<file path="config.mk">
export PLATFORM = sky130hd
export DESIGN_NAME = mem_scheduler
export DESIGN_NICKNAME = d
export VERILOG_FILES = /design/src/rtl/sched_pkg.sv /design/src/rtl/mem_scheduler.sv /design/src/rtl/issue_sequencer.sv /design/src/rtl/queue_arbiter.sv /design/src/rtl/fp_policy.sv /design/src/rtl/edf_policy.sv /design/src/rtl/tdma_policy.sv
export VERILOG_INCLUDE_DIRS = /design/src /design/src/include
export SDC_FILE = /design/constraint.sdc
export NUM_CORES = 1
export LEC_CHECK = 0
export ABC_CLOCK_PERIOD_IN_PS = 8250
export BUFFER_PORTS_ARGS = -buffer_cell sky130_fd_sc_hd__buf_4
export CAP_MARGIN = 30
export CORE_MARGIN = 1.5
export CORE_UTILIZATION = 51
export DETAILED_ROUTE_END_ITERATION = 7
export PLACE_DENSITY = 0.8
export SYNTH_ARGS = -nofsm -noshare
export SYNTH_HDL_FRONTEND = slang
export SYNTH_HIERARCHICAL = 1
export SYNTH_SLANG_ARGS = --single-unit
</file>
<file path="constraint.sdc">
create_clock -name clock -period 8.25 [get_ports clock]
set_clock_uncertainty 0.05 [all_clocks]
set_input_delay 1.2375 -clock clock [delete_from_list [all_inputs] [get_ports clock]]
set_output_delay 1.2375 -clock clock [all_outputs]
set_load 0.01 [all_outputs]
</file>
<file path="src/include/sched_config.svh">
`ifndef SCHED_CONFIG_SVH
`define SCHED_CONFIG_SVH

// scheduler sizing, shared by the package and the RTL

// number of request queues behind the scheduler
`define SCHED_QUEUES 4

// period and deadline fields, counted in clock cycles
`define SCHED_TIME_BITS 16

// fixed-priority level per queue
// larger value wins
`define SCHED_PRIO_BITS 4

`endif
</file>
<file path="src/rtl/sched_pkg.sv">
`default_nettype none

`include "sched_config.svh"

package sched_pkg;

    // queue index and one flag per queue
    typedef logic [$clog2(`SCHED_QUEUES)-1:0] queue_id_t;
    typedef logic [`SCHED_QUEUES-1:0] queue_mask_t;

    // static per-queue settings written by software
    typedef struct packed {
        logic [`SCHED_TIME_BITS-1:0] period;
        logic [`SCHED_TIME_BITS-1:0] deadline;
        logic [`SCHED_PRIO_BITS-1:0] prio;
    } queue_cfg_t;

    // entry q belongs to queue q
    typedef queue_cfg_t [`SCHED_QUEUES-1:0] queue_cfg_vec_t;

    // levels reported by the queues
    typedef struct packed {
        queue_mask_t full;
        queue_mask_t empty;
    } queue_status_t;

    // policy select, code 3 falls back to tdma
    typedef enum logic [1:0] {
        mode_tdma = 2'd0,
        mode_edf  = 2'd1,
        mode_fp   = 2'd2
    } sched_mode_e;

    // grant sequencer states
    typedef enum logic [1:0] {
        st_idle   = 2'd0,
        st_check  = 2'd1,
        st_settle = 2'd2,
        st_issue  = 2'd3
    } issue_state_e;

endpackage

`default_nettype wire

</file>
<file path="src/rtl/mem_scheduler.sv">
`timescale 1ns/1ps
`default_nettype none

module mem_scheduler
(
    input  logic                      clock,
    input  logic                      reset,
    input  sched_pkg::sched_mode_e    mode,
    input  sched_pkg::queue_cfg_vec_t cfg,
    input  sched_pkg::queue_status_t  status,
    input  logic                      consumed,
    output sched_pkg::queue_id_t      id,
    output logic                      enable,
    output sched_pkg::queue_mask_t    consumed_ack
);

    import sched_pkg::*;

    // policy picks and registered candidate
    queue_id_t tdma_sel;
    queue_id_t edf_sel;
    queue_id_t fp_sel;
    queue_id_t candidate;

    tdma_policy u_tdma
    (
        .clock     (clock),
        .reset     (reset),
        .cfg       (cfg),
        .selection (tdma_sel)
    );

    edf_policy u_edf
    (
        .clock     (clock),
        .reset     (reset),
        .cfg       (cfg),
        .selection (edf_sel)
    );

    fp_policy u_fp
    (
        .cfg       (cfg),
        .empty     (status.empty),
        .selection (fp_sel)
    );

    queue_arbiter u_arbiter
    (
        .clock     (clock),
        .reset     (reset),
        .mode      (mode),
        .full      (status.full),
        .tdma_sel  (tdma_sel),
        .edf_sel   (edf_sel),
        .fp_sel    (fp_sel),
        .candidate (candidate)
    );

    issue_sequencer u_sequencer
    (
        .clock        (clock),
        .reset        (reset),
        .candidate    (candidate),
        .empty        (status.empty),
        .consumed     (consumed),
        .id           (id),
        .enable       (enable),
        .consumed_ack (consumed_ack)
    );

endmodule

`default_nettype wire

</file>
<file path="src/rtl/issue_sequencer.sv">
`timescale 1ns/1ps
`default_nettype none

module issue_sequencer
(
    input  logic                   clock,
    input  logic                   reset,
    input  sched_pkg::queue_id_t   candidate,
    input  sched_pkg::queue_mask_t empty,
    input  logic                   consumed,
    output sched_pkg::queue_id_t   id,
    output logic                   enable,
    output sched_pkg::queue_mask_t consumed_ack
);

    import sched_pkg::*;

    issue_state_e state;
    issue_state_e state_next;
    // set once the first grant goes out
    logic         granted;
    logic         consumed_q;
    logic         cand_ready;
    logic         consumed_rise;

    assign cand_ready    = ~empty[candidate];
    assign consumed_rise = consumed & ~consumed_q;

    ////////////////////////////////////////////////////////////
    // grant fsm
    ////////////////////////////////////////////////////////////

    always_comb
    begin
        state_next = st_idle;
        case (state)
            st_idle:
            begin
                // first grant needs no consumed
                if (cand_ready && (!granted || consumed))
                begin
                    state_next = st_check;
                end
            end
            // candidate must stay non-empty over both check cycles
            st_check:  state_next = cand_ready ? st_settle : st_idle;
            st_settle: state_next = cand_ready ? st_issue : st_idle;
            default:   state_next = st_idle;
        endcase
    end

    always_ff @(posedge clock)
    begin
        if (reset)
        begin
            state        <= st_idle;
            granted      <= 1'b0;
            id           <= '0;
            consumed_q   <= 1'b0;
            consumed_ack <= '0;
        end
        else
        begin
            state      <= state_next;
            consumed_q <= consumed;
            // latch id on the edge into st_issue
            if ((state == st_settle) && (state_next == st_issue))
            begin
                id      <= candidate;
                granted <= 1'b1;
            end
            // ack to the queue granted when consumed rose
            consumed_ack <= (consumed_rise && granted) ? (queue_mask_t'(1) << id) : '0;
        end
    end

    // one-cycle grant pulse
    assign enable = (state == st_issue);

    ////////////////////////////////////////////////////////////
    // checks
    ////////////////////////////////////////////////////////////

    a_enable_pulse: assert property (@(posedge clock) disable iff (reset)
        enable |=> !enable)
        else $error("enable held for two cycles");

    a_id_on_grant: assert property (@(posedge clock) disable iff (reset)
        (id != $past(id)) |-> enable)
        else $error("id changed outside a grant");

    a_ack_onehot: assert property (@(posedge clock) disable iff (reset)
        $onehot0(consumed_ack))
        else $error("consumed_ack has more than one bit set");

endmodule

`default_nettype wire

</file>
<file path="src/rtl/queue_arbiter.sv">
`timescale 1ns/1ps
`default_nettype none

`include "sched_config.svh"

module queue_arbiter
(
    input  logic                   clock,
    input  logic                   reset,
    input  sched_pkg::sched_mode_e mode,
    input  sched_pkg::queue_mask_t full,
    input  sched_pkg::queue_id_t   tdma_sel,
    input  sched_pkg::queue_id_t   edf_sel,
    input  sched_pkg::queue_id_t   fp_sel,
    output sched_pkg::queue_id_t   candidate
);

    import sched_pkg::*;

    queue_id_t mode_sel;
    queue_id_t full_sel;
    logic      any_full;

    // policy mux
    always_comb
    begin
        case (mode)
            mode_edf: mode_sel = edf_sel;
            mode_fp:  mode_sel = fp_sel;
            default:  mode_sel = tdma_sel;
        endcase
    end

    // full queue override, highest index wins
    always_comb
    begin
        full_sel = '0;
        for (int q = 0; q < `SCHED_QUEUES; q++)
        begin
            if (full[q])
            begin
                full_sel = queue_id_t'(q);
            end
        end
    end

    assign any_full = |full;

    always_ff @(posedge clock)
    begin
        if (reset)
        begin
            candidate <= '0;
        end
        else
        begin
            candidate <= any_full ? full_sel : mode_sel;
        end
    end

    // a full queue always takes the next candidate slot
    a_full_wins: assert property (@(posedge clock) disable iff (reset)
        any_full |=> |($past(full) & (queue_mask_t'(1) << candidate)))
        else $error("candidate is not a full queue");

endmodule

`default_nettype wire

</file>
<file path="src/rtl/fp_policy.sv">
`timescale 1ns/1ps
`default_nettype none

`include "sched_config.svh"

module fp_policy
(
    input  sched_pkg::queue_cfg_vec_t cfg,
    input  sched_pkg::queue_mask_t    empty,
    output sched_pkg::queue_id_t      selection
);

    import sched_pkg::*;

    // scan all queues, keep the best one holding requests
    always_comb
    begin
        queue_id_t                   best_id;
        logic [`SCHED_PRIO_BITS-1:0] best_prio;
        logic                        found;
        best_id   = '0;
        best_prio = '0;
        found     = 1'b0;
        for (int q = 0; q < `SCHED_QUEUES; q++)
        begin
            // empty queues never win
            // strict compare keeps ties on the lowest index
            if (!empty[q] && (!found || (cfg[q].prio > best_prio)))
            begin
                best_id   = queue_id_t'(q);
                best_prio = cfg[q].prio;
                found     = 1'b1;
            end
        end
        // nothing pending falls back to queue 0
        selection = best_id;
    end

endmodule

`default_nettype wire

</file>
<file path="src/rtl/edf_policy.sv">
`timescale 1ns/1ps
`default_nettype none

`include "sched_config.svh"

module edf_policy
(
    input  logic                      clock,
    input  logic                      reset,
    input  sched_pkg::queue_cfg_vec_t cfg,
    output sched_pkg::queue_id_t      selection
);

    import sched_pkg::*;

    // cycles since each queue's last release
    logic [`SCHED_TIME_BITS-1:0] elapsed [`SCHED_QUEUES];
    logic [`SCHED_TIME_BITS-1:0] wrap_at [`SCHED_QUEUES];
    logic [`SCHED_TIME_BITS-1:0] slack   [`SCHED_QUEUES];

    always_comb
    begin
        for (int q = 0; q < `SCHED_QUEUES; q++)
        begin
            // zero period acts as one, timer stays at 0
            wrap_at[q] = (cfg[q].period == '0) ? '0 : cfg[q].period - 1'b1;
            // past the deadline means no slack left
            slack[q] = (elapsed[q] < cfg[q].deadline) ? cfg[q].deadline - elapsed[q] : '0;
        end
    end

    ////////////////////////////////////////////////////////////
    // release timers
    ////////////////////////////////////////////////////////////

    always_ff @(posedge clock)
    begin
        for (int q = 0; q < `SCHED_QUEUES; q++)
        begin
            if (reset || (elapsed[q] >= wrap_at[q]))
            begin
                elapsed[q] <= '0;
            end
            else
            begin
                elapsed[q] <= elapsed[q] + 1'b1;
            end
        end
    end

    // least slack wins
    // strict compare keeps ties on the lowest index
    always_comb
    begin
        queue_id_t                   best_id;
        logic [`SCHED_TIME_BITS-1:0] best_slack;
        best_id    = '0;
        best_slack = slack[0];
        for (int q = 1; q < `SCHED_QUEUES; q++)
        begin
            if (slack[q] < best_slack)
            begin
                best_id    = queue_id_t'(q);
                best_slack = slack[q];
            end
        end
        selection = best_id;
    end

endmodule

`default_nettype wire

</file>
<file path="src/rtl/tdma_policy.sv">
`timescale 1ns/1ps
`default_nettype none

`include "sched_config.svh"

module tdma_policy
(
    input  logic                      clock,
    input  logic                      reset,
    input  sched_pkg::queue_cfg_vec_t cfg,
    output sched_pkg::queue_id_t      selection
);

    import sched_pkg::*;

    localparam queue_id_t last_queue = queue_id_t'(`SCHED_QUEUES - 1);

    // current slot holder and cycles spent in its slot
    queue_id_t                   owner;
    logic [`SCHED_TIME_BITS-1:0] slot_count;
    logic [`SCHED_TIME_BITS-1:0] slot_len;
    logic                        slot_end;

    // slot length is the owner's period
    assign slot_len = cfg[owner].period;

    // zero-length slot hands over every cycle
    // >= also recovers if software shrinks a running slot
    assign slot_end = (slot_len == '0) || (slot_count >= slot_len - 1'b1);

    always_ff @(posedge clock)
    begin
        if (reset)
        begin
            owner      <= '0;
            slot_count <= '0;
        end
        else if (slot_end)
        begin
            // next queue in turn, wrap after the last one
            slot_count <= '0;
            owner      <= (owner == last_queue) ? '0 : owner + 1'b1;
        end
        else
        begin
            slot_count <= slot_count + 1'b1;
        end
    end

    assign selection = owner;

endmodule

`default_nettype wire

</file>
==> impl_results.md, run 1 <==
- Status: complete, but fails checks
- Failing checks: setup timing
- Number of violations reported at the end of detailed-routing iteration 0: about 890
- Fmax: roughly 120 MHz
- Cells after synthesis: 1615
- Post-synth top cells: ha_1, nor2_1, nand2_1
- Pwr/cell area: roughly 160 nW/um^2
- Worst Setup Start Kind: input port
- CP endpoint kind: flop
- Synth Net Count: around 2000
- Most used DFF post-synth: dfxtp_1
- Max stage delay on crit path: 510 ps
- Final worst setup slack: -143 ps
- CP max stage cell: o41a_1
- Core area: between 20000 and 25000 sq um
- Die Wd: around 160 um
- Die H: 161 um
- Num CTS Buffers: 9
- Area delta synth->final: 24.8%
- Initial antenna violation count: 0
- Detailed Routing Iterations Pass 1: 7
- DR WL/cell: roughly 17 um
- Global router's overall resource usage: roughly 29%
- # DRC: 0
- Critical path class: input port to flop
- Pin count of the biggest net entering global routing: 20
- Crit path arrival time: 8620 ps
- Post-Place Cells: 2192
- Post-Syn Area per Cell: approximately 7.9 sq um
- Gpl congestion: approximately 0.98
- Hold_sp: u_sequencer/granted$_SDFFE_PP0P_
- Post-layout instance count excluding filler cells: between 2000 and 2500
- Port-buffer cells: between 150 and 200
- Peak VDD IR: 0.000141 V
- Global route overflow: 0
- Vias: around 13000
- Nets: around 2300
- Antenna diodes: 0
- Synth unique cells: 82
- Total Power: 2590 uW
- Ys async rst share: 0%
- Initial Util: a little over half
- Seq/Total Area, Yosys: about 15%
- Pre-CTS setup slack: -636 ps
- Slew headroom: 47.0%
- Measured slew at the worst slew-check pin: 787 ps
- Synth top area cells: ha_1, dfxtp_1, xnor2_1
- Hold_buf cts: 0
- Setup-failing EPs final: 2
- Synthesized area: between 10000 and 15000 sq um
- Ys Warns: 6
- Setup crit start: cfg[5]
- Max_cap viols: 0
- WHS: between 400 and 500 ps
- I/O pins: between 150 and 200
- R2R Setup Slk: approximately 250 ps
- Synth Register Bits: 94
- Reg clk slew, reported paths: approximately 60 ps
- H-tree lvl count: 3
- Vias per cell: 5.80
- Cell Rows: 57
- Vias in the first global route: around 13000
- Clock Root Buffer: clkbuf_16
- Worst-Skew Late Latency: roughly 360 ps
- Crit-path max FO: 7
- CP dominant cell by count: a21o_1
- Leak: around 0.0074 uW
- Overall routed net length: between 30000 and 40000 um
- Most frequent cell after synthesis: ha_1
- Global-route wire length before repair: 60600 um
- Worst EP required: 8480 ps
- # clock sinks: 94
- Post-route ant nets: 0
- RSZ-0062 raised after global routing: yes
- DIE AREA: between 20000 and 30000 sq um
- Post-synth EDFFs: 0
- FF-to-FF path depth: 40
- Placed wire-length estimate: 31900 um
- Yosys top cell area share: 21.0%
- Post-synth top area cell: ha_1
- Reg2Reg Capture Point: u_arbiter/candidate[0]$_SDFF_PP0_
- Hold Crit Class: flop to flop
- Dpl cell area: 15100 sq um
- Final period utilization: 102%
- Fraction of layout cells with a size suffix above 1: a little under a quarter
- Fin crit period: approximately 8400 ps
- TritonCTS clock tree: built
- Max clock buf depth: 2
- Critical Path Sink: u_arbiter/candidate[0]$_SDFF_PP0_
- Count of final hold-check violations: 0
- Post-Layout Inst Area: ~16000 sq um
- Reg2Reg Launch Point: u_edf/elapsed[0][1]$_SDFF_PP0_
- Slew Viols, Final: 0
[cells in the final DEF (no fill, tap or decap), drive strengths merged, types with 60 or more instances in the layout]
| cell | synthesis | layout |
|---|---|---|
| buf | 11 | 297 |
| xor2 | 60 | 60 |
| xnor2 | 117 | 117 |
| inv | 132 | 134 |
| a21o | 67 | 67 |
| dfxtp | 94 | 94 |
| ha | 213 | 213 |
| a21oi | 102 | 102 |
| nand2 | 142 | 142 |
| nor2 | 182 | 182 |
[where the power goes]
part	internal (uW)	leakage, uW	switching, uW	total (uW)
registers	485	0.000763	41.5	527
logic	750	0.00651	791	1540
clock network	330	0.000179	195	525
total	1570	0.00745	1030	2590
[per-layer routing]
| layer | part of all wire, % | GRT usage (%) | vias up | wire length (um) |
|---|---|---|---|---|
| met3 | 6.5 | 4.67 | 92 | 2500 |
| met2 | 48 | 51.5 | 435 | 18700 |
| met4 | 3.7 | 10.9 | 0 | 1410 |
| met5 | 0 | 0 | - | 0 |
| li1 | - | - | 6300 | - |
| met1 | 41 | 35.0 | 6076 | 16000 |
[sequential cells by signal (all words and copies together) (netlist names)]
signal                    cells
u_edf/elapsed                64
u_tdma/slot_count            16
u_sequencer/consumed_ack      4
u_arbiter/candidate           2
u_sequencer/id                2
u_sequencer/state             2
u_tdma/selection              2
u_sequencer/consumed_q        1
u_sequencer/granted           1
[worst max-delay path, delay by kind of cell]
kind,cells,cell delay (ps)
AO/OA/AOI/OAI,24,4600
adder cells (fa/ha/maj),4,990
buffers and inverters,5,680
AND/OR/NAND/NOR,5,630
multiplexers,1,330
XOR/XNOR,1,160
[repair_timing]
action | 4_1_cts | 5_1_grt
endpoints found under the setup margin | 2 | 2
gates resized for setup | 20 | 16
pin swaps | 19 | 14
buffers inserted | 12 | 6
gates cloned | 0 | 0
[stage by stage]
stage / TNS, ps / utilization (%)
6_report: -211 / 64.9
4_1_cts: -96.9 / 64.4
3_5_place_dp: -1150 / 62.1
2_1_floorplan: 0 / -
5_1_grt: -894 / 64.9
3_3_place_gp: -801 / 62.0
[cells by family after synthesis]
| family | Yosys count | share of synthesized area (%) |
|---|---|---|
| xor+xnor | 177 | 12.2 |
| fa+ha+maj | 217 | 21.6 |
| flops | 94 | 14.8 |
| compound gates | 322 | 17.5 |
| mux | 46 | 5.60 |
| buf+inv | 158 | 5.11 |
| simple gates | 601 | 23.1 |
[worst min-delay path by stage]
stage                                                         to  slack, ps  depth (start not counted)
after floorplan                 u_sequencer/granted$_SDFFE_PP0P_        390                          2
after global placement    u_sequencer/consumed_ack[1]$_SDFF_PP0_        410                          1
after detailed placement        u_sequencer/granted$_SDFFE_PP0P_        420                          2
after CTS                       u_sequencer/granted$_SDFFE_PP0P_        430                          2
after global routing             u_sequencer/state[0]$_SDFF_PP0_        450                          1
final                           u_sequencer/granted$_SDFFE_PP0P_        430                          2
[area by class of cell]
type	count	area (sq um)
inverters	132	495
flip-flops and latches	94	1880
fillers	2101	8560
well taps	324	405
clock inverters	6	140
repair buffers	297	2250
clock buffers	10	229
multi-input cells	1363	10400
No activity file was read; power rests on OpenSTA's default activity.
==> run 2: changes to the inputs <==
Settings changed: SKIP_LAST_GASP from default to 1.
==> run 2 against run 1 <==
The run still ends with setup timing left. Setup slack better by 4.4 ps. Design area is essentially flat. Highest routed layer unchanged. Maximum frequency about the same. Critical path type unchanged. Critical endpoint unchanged.
==> impl_results.md, run 2 (synthesis results as in run 1) <==
- Worst Setup Start Kind: input port
- H-tree lvl count: 3 (unchanged)
- Critical path class: input port to flop
- Reg clk slew, reported paths: 60 ps (about the same)
- Fillers: 2101 (unchanged)
- Reg area: 1880 sq um (unchanged)
- Largest Register: u_edf/elapsed
- Commonest non-fill, non-tap cells in the layout: buf_4, ha_1, nor2_1, nand2_1, inv_1
- Status: complete, but fails checks
- Detailed Routing Iterations Pass 1: 8 (+1)
- Max FFs per register: 64 (unchanged)
- Global router's overall resource usage: 29.0% (unchanged)
- Antenna diodes: 0 (unchanged)
- Post-route ant nets: 0 (unchanged)
- Number of violations reported at the end of detailed-routing iteration 0: 889 (+0.11%)
- FF-to-FF path depth: 40 (unchanged)
- Peak VDD IR: 0.000141 V (about the same)
- Setup crit start: cfg[5]
- # DRC: 0 (unchanged)
- Worst EP required: 8480 ps (about the same)
- # clock sinks: 94 (unchanged)
- CP endpoint kind: flop
- Commonest non-fill, non-tap cell in the layout: buf_4
- Die H: 161 um (unchanged)
- Die Wd: 161 um (unchanged)
- Area delta synth->final: 24.7% (about the same)
- Slew Viols, Final: 0 (unchanged)
- DR WL/cell: 17.4 um (about the same)
- Leak: 0.00745 uW (about the same)
- Reg2Reg Launch Point: u_edf/elapsed[0][1]$_SDFF_PP0_
- Biggest regs: u_edf/elapsed (64), u_tdma/slot_count (16), u_sequencer/consumed_ack (4)
- Pre-CTS setup slack: -636 ps (unchanged)
- Count of final hold-check violations: 0 (unchanged)
- CP max stage cell: o41a_1
- Clock Root Buffer: clkbuf_16
- Hold Crit Class: flop to flop
- Measured slew at the worst slew-check pin: 787 ps (-0.0000596 ps)
- Port-buffer cells: 163 (unchanged)
- Crit path arrival time: 8620 ps (about the same)
- Final period utilization: 102% (about the same)
- Global-route wire length before repair: 60600 um (unchanged)
- Core area: 24400 sq um (unchanged)
- Failing checks: setup timing
- Vias: 12900 (+0.21%)
- Initial antenna violation count: 0 (unchanged)
- Pin count of the biggest net entering global routing: 20 (unchanged)
- Num CTS Buffers: 9 (unchanged)
- I/O pins: 164 (unchanged)
- Cell Rows: 57 (unchanged)
- Gpl congestion: 0.976 (unchanged)
- Fraction of layout cells with a size suffix above 1: 22.5% (-0.11 points)
- Max_cap viols: 0 (unchanged)
- Vias per cell: 5.81 (+0.21%)
- Max stage delay on crit path: 510 ps (about the same)
- Crit-path max FO: 7 (unchanged)
- Overall routed net length: 38700 um (about the same)
- Reg2Reg Capture Point: u_arbiter/candidate[0]$_SDFF_PP0_
- Setup-failing EPs final: 2 (unchanged)
- Global route overflow: 0 (unchanged)
- Hold_sp: u_sequencer/granted$_SDFFE_PP0P_
- Fin util: 64.9% (about the same)
- Placed wire-length estimate: 31900 um (unchanged)
- RSZ-0062 raised after global routing: yes
- Area of the multi-input gates: 10400 sq um (about the same)
- Nets: 2271 (unchanged)
- Worst-Skew Late Latency: 360 ps (about the same)
- Critical Path Sink: u_arbiter/candidate[0]$_SDFF_PP0_
- Slew headroom: 47.0% (unchanged)
- DIE AREA: 25800 sq um (unchanged)
- TritonCTS clock tree: built
- Fin crit period: 8390 ps (-4.45 ps)
- Final worst setup slack: -139 ps (+4.45 ps)
- Initial Util: 52.0% (unchanged)
- Pwr/cell area: 164 nW/um^2 (about the same)
- CP dominant cell by count: a21o_1
- Vias in the first global route: 12500 (unchanged)
- Max clock buf depth: 2 (unchanged)
- Fmax: 119 MHz (about the same)
- R2R Setup Slk: 250 ps (about the same)
- Setup tns final: -202 ps (+8.65 ps)
-- run 2: cell count changes in the layout (fill, tap and decap cells not counted) --
cell / before / now
and2_1: 16 / 17
and2_4: 2 / 1
inv_2: 2 / 1
inv_1: 130 / 131
-- run 2: how the worst min path moves through the flow --
stage                                        endpoint  slack, ps  cells past startpoint
2_1_floorplan        u_sequencer/granted$_SDFFE_PP0P_        390                      2
3_3_place_gp   u_sequencer/consumed_ack[1]$_SDFF_PP0_        410                      1
3_5_place_dp         u_sequencer/granted$_SDFFE_PP0P_        420                      2
4_1_cts              u_sequencer/granted$_SDFFE_PP0P_        430                      2
5_1_grt               u_sequencer/state[0]$_SDFF_PP0_        450                      1
6_report             u_sequencer/granted$_SDFFE_PP0P_        430                      2
-- run 2: routing by layer --
metal	part of all wire (%)	routed length, um	up-vias	GRT usage, %
li1	-	-	6301	-
met1	41	16000	6094	35.0
met2	48	18700	446	51.5
met3	6.6	2540	89	4.67
met4	3.6	1390	0	10.9
met5	0	0	-	0
-- run 2: metrics by stage --
| stage | hold WS, ps | power [uW] | std cells | cell area (sq um) |
|---|---|---|---|---|
| 6_report | 432 | 2590 | 2226 | 15800 |
| 5_1_grt | 446 | 2760 | 2226 | 15800 |
| 4_1_cts | 432 | 2540 | 2220 | 15700 |
| 3_5_place_dp | 421 | 1940 | 2192 | 15100 |
| 3_3_place_gp | 413 | 1890 | 2190 | 15100 |
| 2_1_floorplan | 390 | 1460 | 1615 | 12800 |
-- run 2: repair_timing --
item                                    4_1_cts  5_1_grt
hold buffers                                  0        0
gates resized for setup                      20       14
buffers inserted                             12        6
pin swaps                                    19       14
gates cloned                                  0        0
endpoints found under the setup margin        2        2
-- run 2: power by group --
group	total, uW	switching (uW)	internal [uW]
Clock	526	196	330
Combinational	1540	791	749
Sequential	527	41.5	485
Total	2590	1030	1560
-- run 2: layout make-up --
class                   instances  share of cell area, %
clock buffers                  10                   1.45
repair buffers                297                   14.2
flip-flops and latches         94                   11.9
inverters                     132                   3.13
clock inverters                 6                  0.885
well taps                     324                   2.56
multi-input cells            1363                   65.8
-- run 2: critical path, delay by kind of cell --
| kind | cells | cell delay (ps) |
|---|---|---|
| simple gates | 5 | 630 |
| compound gates | 24 | 4590 |
| fa+ha+maj | 4 | 990 |
| xor+xnor | 1 | 160 |
| mux | 1 | 330 |
| buf+inv | 5 | 680 |
